**src/exe_pkg.sv**
```systemverilog
package exe_pkg;

    localparam int xlen       = 32;
    localparam int reg_addr_w = 5;
    localparam int num_lanes  = 2;

    typedef enum logic [3:0] {
        op_add = 4'd0,
        op_sub = 4'd1,
        op_and = 4'd2,
        op_or  = 4'd3,
        op_xor = 4'd4,
        op_slt = 4'd5,
        op_sll = 4'd6,
        op_srl = 4'd7,
        op_beq = 4'd8,
        op_bne = 4'd9,
        op_blt = 4'd10,
        op_jal = 4'd11,
        op_lw  = 4'd12,
        op_sw  = 4'd13,
        op_sb  = 4'd14
    } alu_op_e;

    // one decoded micro-op from dispatch
    typedef struct packed {
        logic                  valid;
        logic [xlen-1:0]       pc;
        alu_op_e               op;
        logic [xlen-1:0]       src1;
        logic [xlen-1:0]       src2;
        logic [xlen-1:0]       imm;
        logic [reg_addr_w-1:0] rd;
        logic                  we;
        logic                  pred_taken;
        logic [xlen-1:0]       pred_target;
    } lane_uop_t;

    typedef struct packed {
        logic                  valid;
        logic [xlen-1:0]       pc;
        alu_op_e               op;
        logic [reg_addr_w-1:0] rd;
        logic                  we;
        logic [xlen-1:0]       result;
        logic                  excp;
    } lane_res_t;

    typedef struct packed {
        logic            is_branch;
        logic            taken;
        logic [xlen-1:0] target;
        logic            mispredict;
    } branch_res_t;

    typedef struct packed {
        logic            valid;
        logic            we;
        logic [xlen-1:0] addr;
        logic [3:0]      wstrb;
        logic [xlen-1:0] wdata;
    } dcache_req_t;

    typedef struct packed {
        logic            en;
        logic            taken;
        logic [xlen-1:0] target;
        logic [xlen-1:0] pc;
    } bpu_update_t;

endpackage

```
**src/exe_alu.sv**
```systemverilog
`timescale 1ns/100ps

module exe_alu (
    input  exe_pkg::alu_op_e         op_i,
    input  logic [exe_pkg::xlen-1:0] a_i,
    input  logic [exe_pkg::xlen-1:0] b_i,
    input  logic [exe_pkg::xlen-1:0] pc_i,
    output logic [exe_pkg::xlen-1:0] result_o
);

    logic slt_bit;

    assign slt_bit = $signed(a_i) < $signed(b_i);

    always_comb begin
        case (op_i)
            exe_pkg::op_add: result_o = a_i + b_i;
            exe_pkg::op_sub: result_o = a_i - b_i;
            exe_pkg::op_and: result_o = a_i & b_i;
            exe_pkg::op_or:  result_o = a_i | b_i;
            exe_pkg::op_xor: result_o = a_i ^ b_i;
            exe_pkg::op_slt: result_o = {{(exe_pkg::xlen-1){1'b0}}, slt_bit};
            exe_pkg::op_sll: result_o = a_i << b_i[4:0];
            exe_pkg::op_srl: result_o = a_i >> b_i[4:0];
            // link value
            exe_pkg::op_jal: result_o = pc_i + 32'd4;
            default:         result_o = '0;
        endcase
    end

endmodule

```
**src/exe_branch_unit.sv**
```systemverilog
`timescale 1ns/100ps

module exe_branch_unit (
    input  exe_pkg::lane_uop_t   uop_i,
    output exe_pkg::branch_res_t branch_o
);

    logic cond;
    logic is_branch;

    assign is_branch = uop_i.valid &&
                       (uop_i.op inside {exe_pkg::op_beq, exe_pkg::op_bne,
                                         exe_pkg::op_blt, exe_pkg::op_jal});

    always_comb begin
        case (uop_i.op)
            exe_pkg::op_beq: cond = uop_i.src1 == uop_i.src2;
            exe_pkg::op_bne: cond = uop_i.src1 != uop_i.src2;
            exe_pkg::op_blt: cond = $signed(uop_i.src1) < $signed(uop_i.src2);
            exe_pkg::op_jal: cond = 1'b1;
            default:         cond = 1'b0;
        endcase
    end

    always_comb begin
        branch_o.is_branch = is_branch;
        branch_o.taken     = is_branch && cond;
        branch_o.target    = branch_o.taken ? uop_i.pc + uop_i.imm : uop_i.pc + 32'd4;
        // wrong direction, or right direction to the wrong place
        branch_o.mispredict = is_branch &&
                              ((branch_o.taken != uop_i.pred_taken) ||
                               (branch_o.taken && branch_o.target != uop_i.pred_target));
    end

endmodule

```
**src/exe_lane.sv**
```systemverilog
`timescale 1ns/100ps

module exe_lane (
    input  exe_pkg::lane_uop_t   uop_i,
    output exe_pkg::lane_res_t   res_o,
    output exe_pkg::branch_res_t branch_o,
    output exe_pkg::dcache_req_t req_o
);

    logic [exe_pkg::xlen-1:0] addr;
    logic [exe_pkg::xlen-1:0] alu_result;
    logic                     mem_op;
    logic                     misaligned;

    exe_alu u_alu (
        .op_i     (uop_i.op),
        .a_i      (uop_i.src1),
        .b_i      (uop_i.src2),
        .pc_i     (uop_i.pc),
        .result_o (alu_result)
    );

    exe_branch_unit u_branch (
        .uop_i    (uop_i),
        .branch_o (branch_o)
    );

    assign addr   = uop_i.src1 + uop_i.imm;
    assign mem_op = uop_i.valid &&
                    (uop_i.op inside {exe_pkg::op_lw, exe_pkg::op_sw, exe_pkg::op_sb});

    // only word accesses need 4-byte alignment
    assign misaligned = (uop_i.op inside {exe_pkg::op_lw, exe_pkg::op_sw}) &&
                        (addr[1:0] != 2'b00);

    always_comb begin
        req_o       = '0;
        req_o.valid = mem_op && !misaligned;
        req_o.addr  = addr;
        case (uop_i.op)
            exe_pkg::op_sw: begin
                req_o.we    = 1'b1;
                req_o.wstrb = 4'b1111;
                req_o.wdata = uop_i.src2;
            end
            exe_pkg::op_sb: begin
                req_o.we    = 1'b1;
                req_o.wstrb = 4'b0001 << addr[1:0];
                req_o.wdata = {4{uop_i.src2[7:0]}};
            end
            default: ;
        endcase
    end

    always_comb begin
        res_o.valid  = uop_i.valid;
        res_o.pc     = uop_i.pc;
        res_o.op     = uop_i.op;
        res_o.rd     = uop_i.rd;
        res_o.we     = uop_i.we;
        res_o.result = mem_op ? addr : alu_result;
        res_o.excp   = mem_op && misaligned;
    end

endmodule

```
**src/exe_ctrl.sv**
```systemverilog
`timescale 1ns/100ps

module exe_ctrl (
    input  logic                       clk,
    input  logic                       rst_n_i,
    input  exe_pkg::lane_res_t         res_i    [exe_pkg::num_lanes],
    input  exe_pkg::branch_res_t       branch_i [exe_pkg::num_lanes],
    input  exe_pkg::dcache_req_t       req_i    [exe_pkg::num_lanes],
    input  logic                       stall_i,
    input  logic                       dcache_ready_i,
    output exe_pkg::dcache_req_t       dcache_req_o,
    output logic                       pause_ex_o,
    output logic                       kill_lane1_o,
    output logic                       branch_flush_o,
    output logic [exe_pkg::xlen-1:0]   branch_target_o,
    output logic                       excp_flush_o,
    output exe_pkg::bpu_update_t       bpu_update_o
);

    logic lane0_mem;
    logic flush_ok;
    logic lane1_live;
    logic upd_en_next;
    logic upd_sel1;

    // lane 0 redirect or fault squashes its younger partner
    assign kill_lane1_o = res_i[0].valid && (branch_i[0].mispredict || res_i[0].excp);
    assign lane1_live   = !kill_lane1_o;

    assign lane0_mem = res_i[0].valid &&
                       (res_i[0].op inside {exe_pkg::op_lw, exe_pkg::op_sw, exe_pkg::op_sb});

    // lane 0 owns the port whenever it holds a memory op
    always_comb begin
        if (lane0_mem) begin
            dcache_req_o = req_i[0];
        end else if (lane1_live) begin
            dcache_req_o = req_i[1];
        end else begin
            dcache_req_o = '0;
        end
    end

    assign pause_ex_o = dcache_req_o.valid && !dcache_ready_i;

    // flushes only count once the pair actually leaves the stage
    assign flush_ok = !pause_ex_o && !stall_i;

    assign branch_flush_o = flush_ok &&
                            (branch_i[0].mispredict || (branch_i[1].mispredict && lane1_live));
    assign branch_target_o = branch_i[0].mispredict ? branch_i[0].target : branch_i[1].target;

    assign excp_flush_o = flush_ok && (res_i[0].excp || (res_i[1].excp && lane1_live));

    // predictor training prefers lane 0
    assign upd_sel1    = !branch_i[0].is_branch;
    assign upd_en_next = flush_ok &&
                         (branch_i[0].is_branch || (branch_i[1].is_branch && lane1_live));

    always_ff @(posedge clk) begin
        if (!rst_n_i) begin
            bpu_update_o.en <= 1'b0;
        end else begin
            bpu_update_o.en <= upd_en_next;
        end
    end

    always_ff @(posedge clk) begin
        if (upd_sel1) begin
            bpu_update_o.taken  <= branch_i[1].taken;
            bpu_update_o.target <= branch_i[1].target;
            bpu_update_o.pc     <= res_i[1].pc;
        end else begin
            bpu_update_o.taken  <= branch_i[0].taken;
            bpu_update_o.target <= branch_i[0].target;
            bpu_update_o.pc     <= res_i[0].pc;
        end
    end

endmodule

```
**src/exe_mem_reg.sv**
```systemverilog
`timescale 1ns/100ps

module exe_mem_reg (
    input  logic               clk,
    input  logic               rst_n_i,
    input  logic               flush_i,
    input  logic               stall_i,
    input  logic               pause_i,
    input  logic               kill_lane1_i,
    input  exe_pkg::lane_res_t res_i [exe_pkg::num_lanes],
    output exe_pkg::lane_res_t mem_o [exe_pkg::num_lanes]
);

    always_ff @(posedge clk) begin
        if (!rst_n_i || flush_i) begin
            mem_o[0] <= '0;
            mem_o[1] <= '0;
        end else if (stall_i) begin
            // downstream busy so hold
            mem_o[0] <= mem_o[0];
            mem_o[1] <= mem_o[1];
        end else if (pause_i) begin
            // cache not ready yet so send a bubble
            mem_o[0] <= '0;
            mem_o[1] <= '0;
        end else if (kill_lane1_i) begin
            mem_o[0] <= res_i[0];
            mem_o[1] <= '0;
        end else begin
            mem_o[0] <= res_i[0];
            mem_o[1] <= res_i[1];
        end
    end

endmodule

```
**src/exe_stage.sv**
```systemverilog
`timescale 1ns/100ps

module exe_stage (
    input  logic                       clk,
    input  logic                       rst_n_i,
    input  exe_pkg::lane_uop_t         lane_uop_i [exe_pkg::num_lanes],
    input  logic                       stall_i,
    input  logic                       flush_i,
    input  logic                       dcache_ready_i,
    output exe_pkg::dcache_req_t       dcache_req_o,
    output logic                       pause_ex_o,
    output logic                       branch_flush_o,
    output logic [exe_pkg::xlen-1:0]   branch_target_o,
    output logic                       excp_flush_o,
    output exe_pkg::bpu_update_t       bpu_update_o,
    output exe_pkg::lane_res_t         mem_o [exe_pkg::num_lanes]
);

    exe_pkg::lane_res_t   lane_res    [exe_pkg::num_lanes];
    exe_pkg::branch_res_t lane_branch [exe_pkg::num_lanes];
    exe_pkg::dcache_req_t lane_req    [exe_pkg::num_lanes];
    logic                 kill_lane1;

    for (genvar i = 0; i < exe_pkg::num_lanes; i++) begin : g_lane
        exe_lane u_lane (
            .uop_i    (lane_uop_i[i]),
            .res_o    (lane_res[i]),
            .branch_o (lane_branch[i]),
            .req_o    (lane_req[i])
        );
    end

    exe_ctrl u_ctrl (
        .clk             (clk),
        .rst_n_i         (rst_n_i),
        .res_i           (lane_res),
        .branch_i        (lane_branch),
        .req_i           (lane_req),
        .stall_i         (stall_i),
        .dcache_ready_i  (dcache_ready_i),
        .dcache_req_o    (dcache_req_o),
        .pause_ex_o      (pause_ex_o),
        .kill_lane1_o    (kill_lane1),
        .branch_flush_o  (branch_flush_o),
        .branch_target_o (branch_target_o),
        .excp_flush_o    (excp_flush_o),
        .bpu_update_o    (bpu_update_o)
    );

    exe_mem_reg u_mem_reg (
        .clk          (clk),
        .rst_n_i      (rst_n_i),
        .flush_i      (flush_i),
        .stall_i      (stall_i),
        .pause_i      (pause_ex_o),
        .kill_lane1_i (kill_lane1),
        .res_i        (lane_res),
        .mem_o        (mem_o)
    );

endmodule

```
**config.mk**
```make
export PLATFORM = sky130hd
export DESIGN_NAME = exe_stage
export DESIGN_NICKNAME = d
export VERILOG_FILES = /design/src/exe_pkg.sv /design/src/exe_alu.sv /design/src/exe_branch_unit.sv /design/src/exe_lane.sv /design/src/exe_ctrl.sv /design/src/exe_mem_reg.sv /design/src/exe_stage.sv
export SDC_FILE = /design/constraint.sdc
export NUM_CORES = 2
export LEC_CHECK = 0
export BUFFER_PORTS_ARGS = -buffer_cell sky130_fd_sc_hd__buf_2
export CAP_MARGIN = 20
export CORE_MARGIN = 2
export CORE_UTILIZATION = 40
export DETAILED_ROUTE_END_ITERATION = 8
export HOLD_SLACK_MARGIN = 0.12
export SLEW_MARGIN = 20
export SYNTH_ARGS = -nofsm -noshare
export SYNTH_HDL_FRONTEND = slang
export SYNTH_HIERARCHICAL = 1
export SYNTH_SLANG_ARGS = --single-unit
```
**constraint.sdc**
```tcl
create_clock -name clk -period 6.07 [get_ports clk]
set_input_delay 0.607 -clock clk [delete_from_list [all_inputs] [get_ports clk]]
set_output_delay 0.607 -clock clk [all_outputs]
set_load 0.01 [all_outputs]
```
==> results.yml <==
run_status:
  status: "finished, violations left"
  violations: "setup timing"
placement:
  post_dp_cell_area_sq_um: 46600
  dp_slack_ns: -0.138
  dp_hpwl_mm: 205
  place_inst: 7640
  gp_congestion: 1.06
  io_buffer_count: 671
grt:
  grt_max_degree: 94
  grt_overflow: 0
  antenna_found_initial: 27
  gr-usage-all-layers: 0.442
  grt_pass1_wl_mm: 343
  grt_pass1_vias: 45809
timing:
  setup_viol: 18
  worst_slack_ns: -0.0379
  fin_setup_tns_ns: -0.216
  relSlewSlack: 0.176
  finalHoldViolCount: 0
  rsz0062_at_grt: "yes"
  skew_ns: 0
  worst_hold_slack_ns: 0.206
  fmax_mhz: 164
  finalMaxSlewViolations: 0
  period_share: 1.01
  fin_crit_ns: 6.11
  tightest_slew_ns: 1.23
logic_synthesis:
  syn_inst: 5777
  yosysWarnings: 6
  ys_seq_elements: 218
  synth_cell_types: 127
  synth_edf_count: 0
  synth_ff_type: "dfxtp_1"
  seq_area_frac_synth: 0.105
  synthArstFlopShare: 0
  syn-num-nets: 6520
  syn_area_sq_um: 41600
  syn_avg_cell_area_sq_um: 7.20
critical_path:
  r2r_cells: 1
  crit_fanout: 7
  start_kind: "input port"
  worstPathArrival_ns: 5.50
  worst_setup_path_end_kind: "primary output"
  crit_required_ns: 5.46
  worstSetupPathType: "input port to primary output"
drt:
  wl_per_cell_um: 32.4
  drc: 0
  firstDrtPassIters: 6
  routed_wl_mm: 250
  vias: 50501
  drt_iter0_drc: 7398
  drtAntennaViolNets: 0
  viasPerCell: 6.54
final_layout:
  final_common_cell: "buf_2"
  final_util: 0.465
  layout_common_cells: "buf_2, nand2_1, a21oi_1"
  drive_above_1_share: 0.234
  stdcell_area_sq_um: 48000
  fin_nets: 7047
  area_growth_pct: 15.4
  nFillCells: 10875
  fin_cells: 7722
worst_hold_path:
  hold_path_class: "input port to flop"
  hold_depth: 2
floorplan:
  die_area_sq_um: 107000
  die_h_um: 327
  core_region_area_sq_um: 103000
  die_x_um: 327
  initial_core_util: 0.403
  num_rows: 118
  pin_count: 672
run:
  cap_viol_max_count: 0
clock_network:
  cts.sink_count: 218
  path_clk_slew_ns: 0.06
  cts_tree: "yes"
  insertion_delay_ns: 0.63
  ctsHoldBuffers: 0
  htree_levels: 1
  cts_root_buffer: "clkbuf_16"
  cts_made_buffers: 29
  ctsLongestPathBuffers: 3
power_and_ir_drop:
  p_leak_nw: 21.4
  p_per_area_nw_per_um2: 171
  vdd_drop_max_v: 0.000246
  power_mw: 8.22
## power by group
part,switching [mW],internal [mW],total (mW)
sequential,0.0376,1.50,1.54
clock,0.822,1.06,1.89
combinational,3.19,1.60,4.79
total,4.05,4.17,8.22
## final timing paths
| check | start | to | slack, ns |
|---|---|---|---|
| worst min-delay path | lane_uop_i[35] | u_mem_reg/mem_o[35] | 0.21 |
| worst max register to register | u_mem_reg/mem_o[55] | u_mem_reg/mem_o[55] | 5.19 |
| worst min register to register | u_mem_reg/mem_o[146] | u_mem_reg/mem_o[146] | 0.45 |
| worst max-delay path | lane_uop_i[211] | dcache_req_o[18] | -0.04 |
## cell families after synthesis
family / count (synthesis) / share of synthesized area
AO/OA/AOI/OAI: 1833 / 0.301
XOR/XNOR: 312 / 0.0663
adder cells (fa/ha/maj): 394 / 0.120
buffers and inverters: 857 / 0.0939
flip-flops: 218 / 0.105
multiplexers: 318 / 0.0967
AND/OR/NAND/NOR: 1845 / 0.217
## registers in the layout, summed over array words and instances, names as in the netlist
name                 flops
u_mem_reg/mem_o        152
u_ctrl/bpu_update_o     66
## worst max-delay path, cell delays in order
cell and delay (ns):
buf_8 0.11, ha_4 0.16, fa_2 0.35, a21o_1 0.20
a221o_1 0.32, a221o_1 0.36, xnor2_2 0.28, xnor2_1 0.10
or4b_1 0.52, or4_4 0.52, a2111oi_4 0.28, nand4_1 0.14
nor4_2 0.25, a31oi_4 0.15, o21ai_4 0.19, buf_12 0.14
buf_12 0.15, buf_12 0.13, buf_16 0.12, o211ai_1 0.13
o21ai_2 0.12, buf_2 0.15
## final cells by class
class	instances	area, sq um	share of cell area
Multi-Input combinational cell	4702	33500	0.699
Clock buffer	35	788	0.0164
Antenna cell	15	37.5	0.000782
Tap cell	1380	1730	0.0360
Timing Repair Buffer	962	5870	0.122
Clock inverter	19	219	0.00456
Inverter	391	1470	0.0306
Sequential cell	218	4360	0.0909
## routing by layer
metal	wire length [um]	track usage	vias to the layer above
met5	184	0	-
met4	18000	0.258	20
met3	30100	0.115	717
met2	104000	0.660	3443
met1	97200	0.572	24196
li1	-	-	22125
## synth_stat cells, drive strengths merged, types with 26 or more instances
| cell type | count | area share |
|---|---|---|
| nand2b | 74 | 0.011 |
| mux4 | 49 | 0.027 |
| mux2i | 125 | 0.031 |
| or3b | 76 | 0.016 |
| o21a | 26 | 0.0047 |
| and3 | 38 | 0.0057 |
| clkbuf | 228 | 0.021 |
| a32o | 74 | 0.018 |
| o21ai | 472 | 0.063 |
| nor2 | 440 | 0.040 |
| a31oi | 53 | 0.0086 |
| o31ai | 35 | 0.0070 |
| buf | 238 | 0.038 |
| a211oi | 77 | 0.015 |
| xnor2 | 190 | 0.040 |
| nand2 | 640 | 0.058 |
| nor2b | 36 | 0.0058 |
| a22oi | 44 | 0.0079 |
| xor2 | 121 | 0.025 |
| inv | 388 | 0.035 |
| o22ai | 35 | 0.0056 |
| a211o | 37 | 0.0078 |
| and2 | 41 | 0.0062 |
| nor3 | 102 | 0.013 |
| nand4 | 95 | 0.015 |
| nand3 | 127 | 0.015 |
| o21bai | 37 | 0.0067 |
| ha | 386 | 0.12 |
| o211ai | 127 | 0.024 |
| dfxtp | 218 | 0.10 |
| a21oi | 468 | 0.057 |
| o221ai | 32 | 0.0067 |
| a21o | 79 | 0.014 |
| a221oi | 60 | 0.013 |
| or3 | 39 | 0.0063 |
| nor4 | 44 | 0.0082 |
| mux2 | 144 | 0.039 |
## repair_timing
item                       4_1_cts  5_1_grt
gates cloned                     1        3
pin swaps                        1        0
hold endpoints to repair         0        0
setup endpoints to repair       72       73
setup buffers                    5        6
resized for setup                9       15
(Power assumes the default switching activity.)
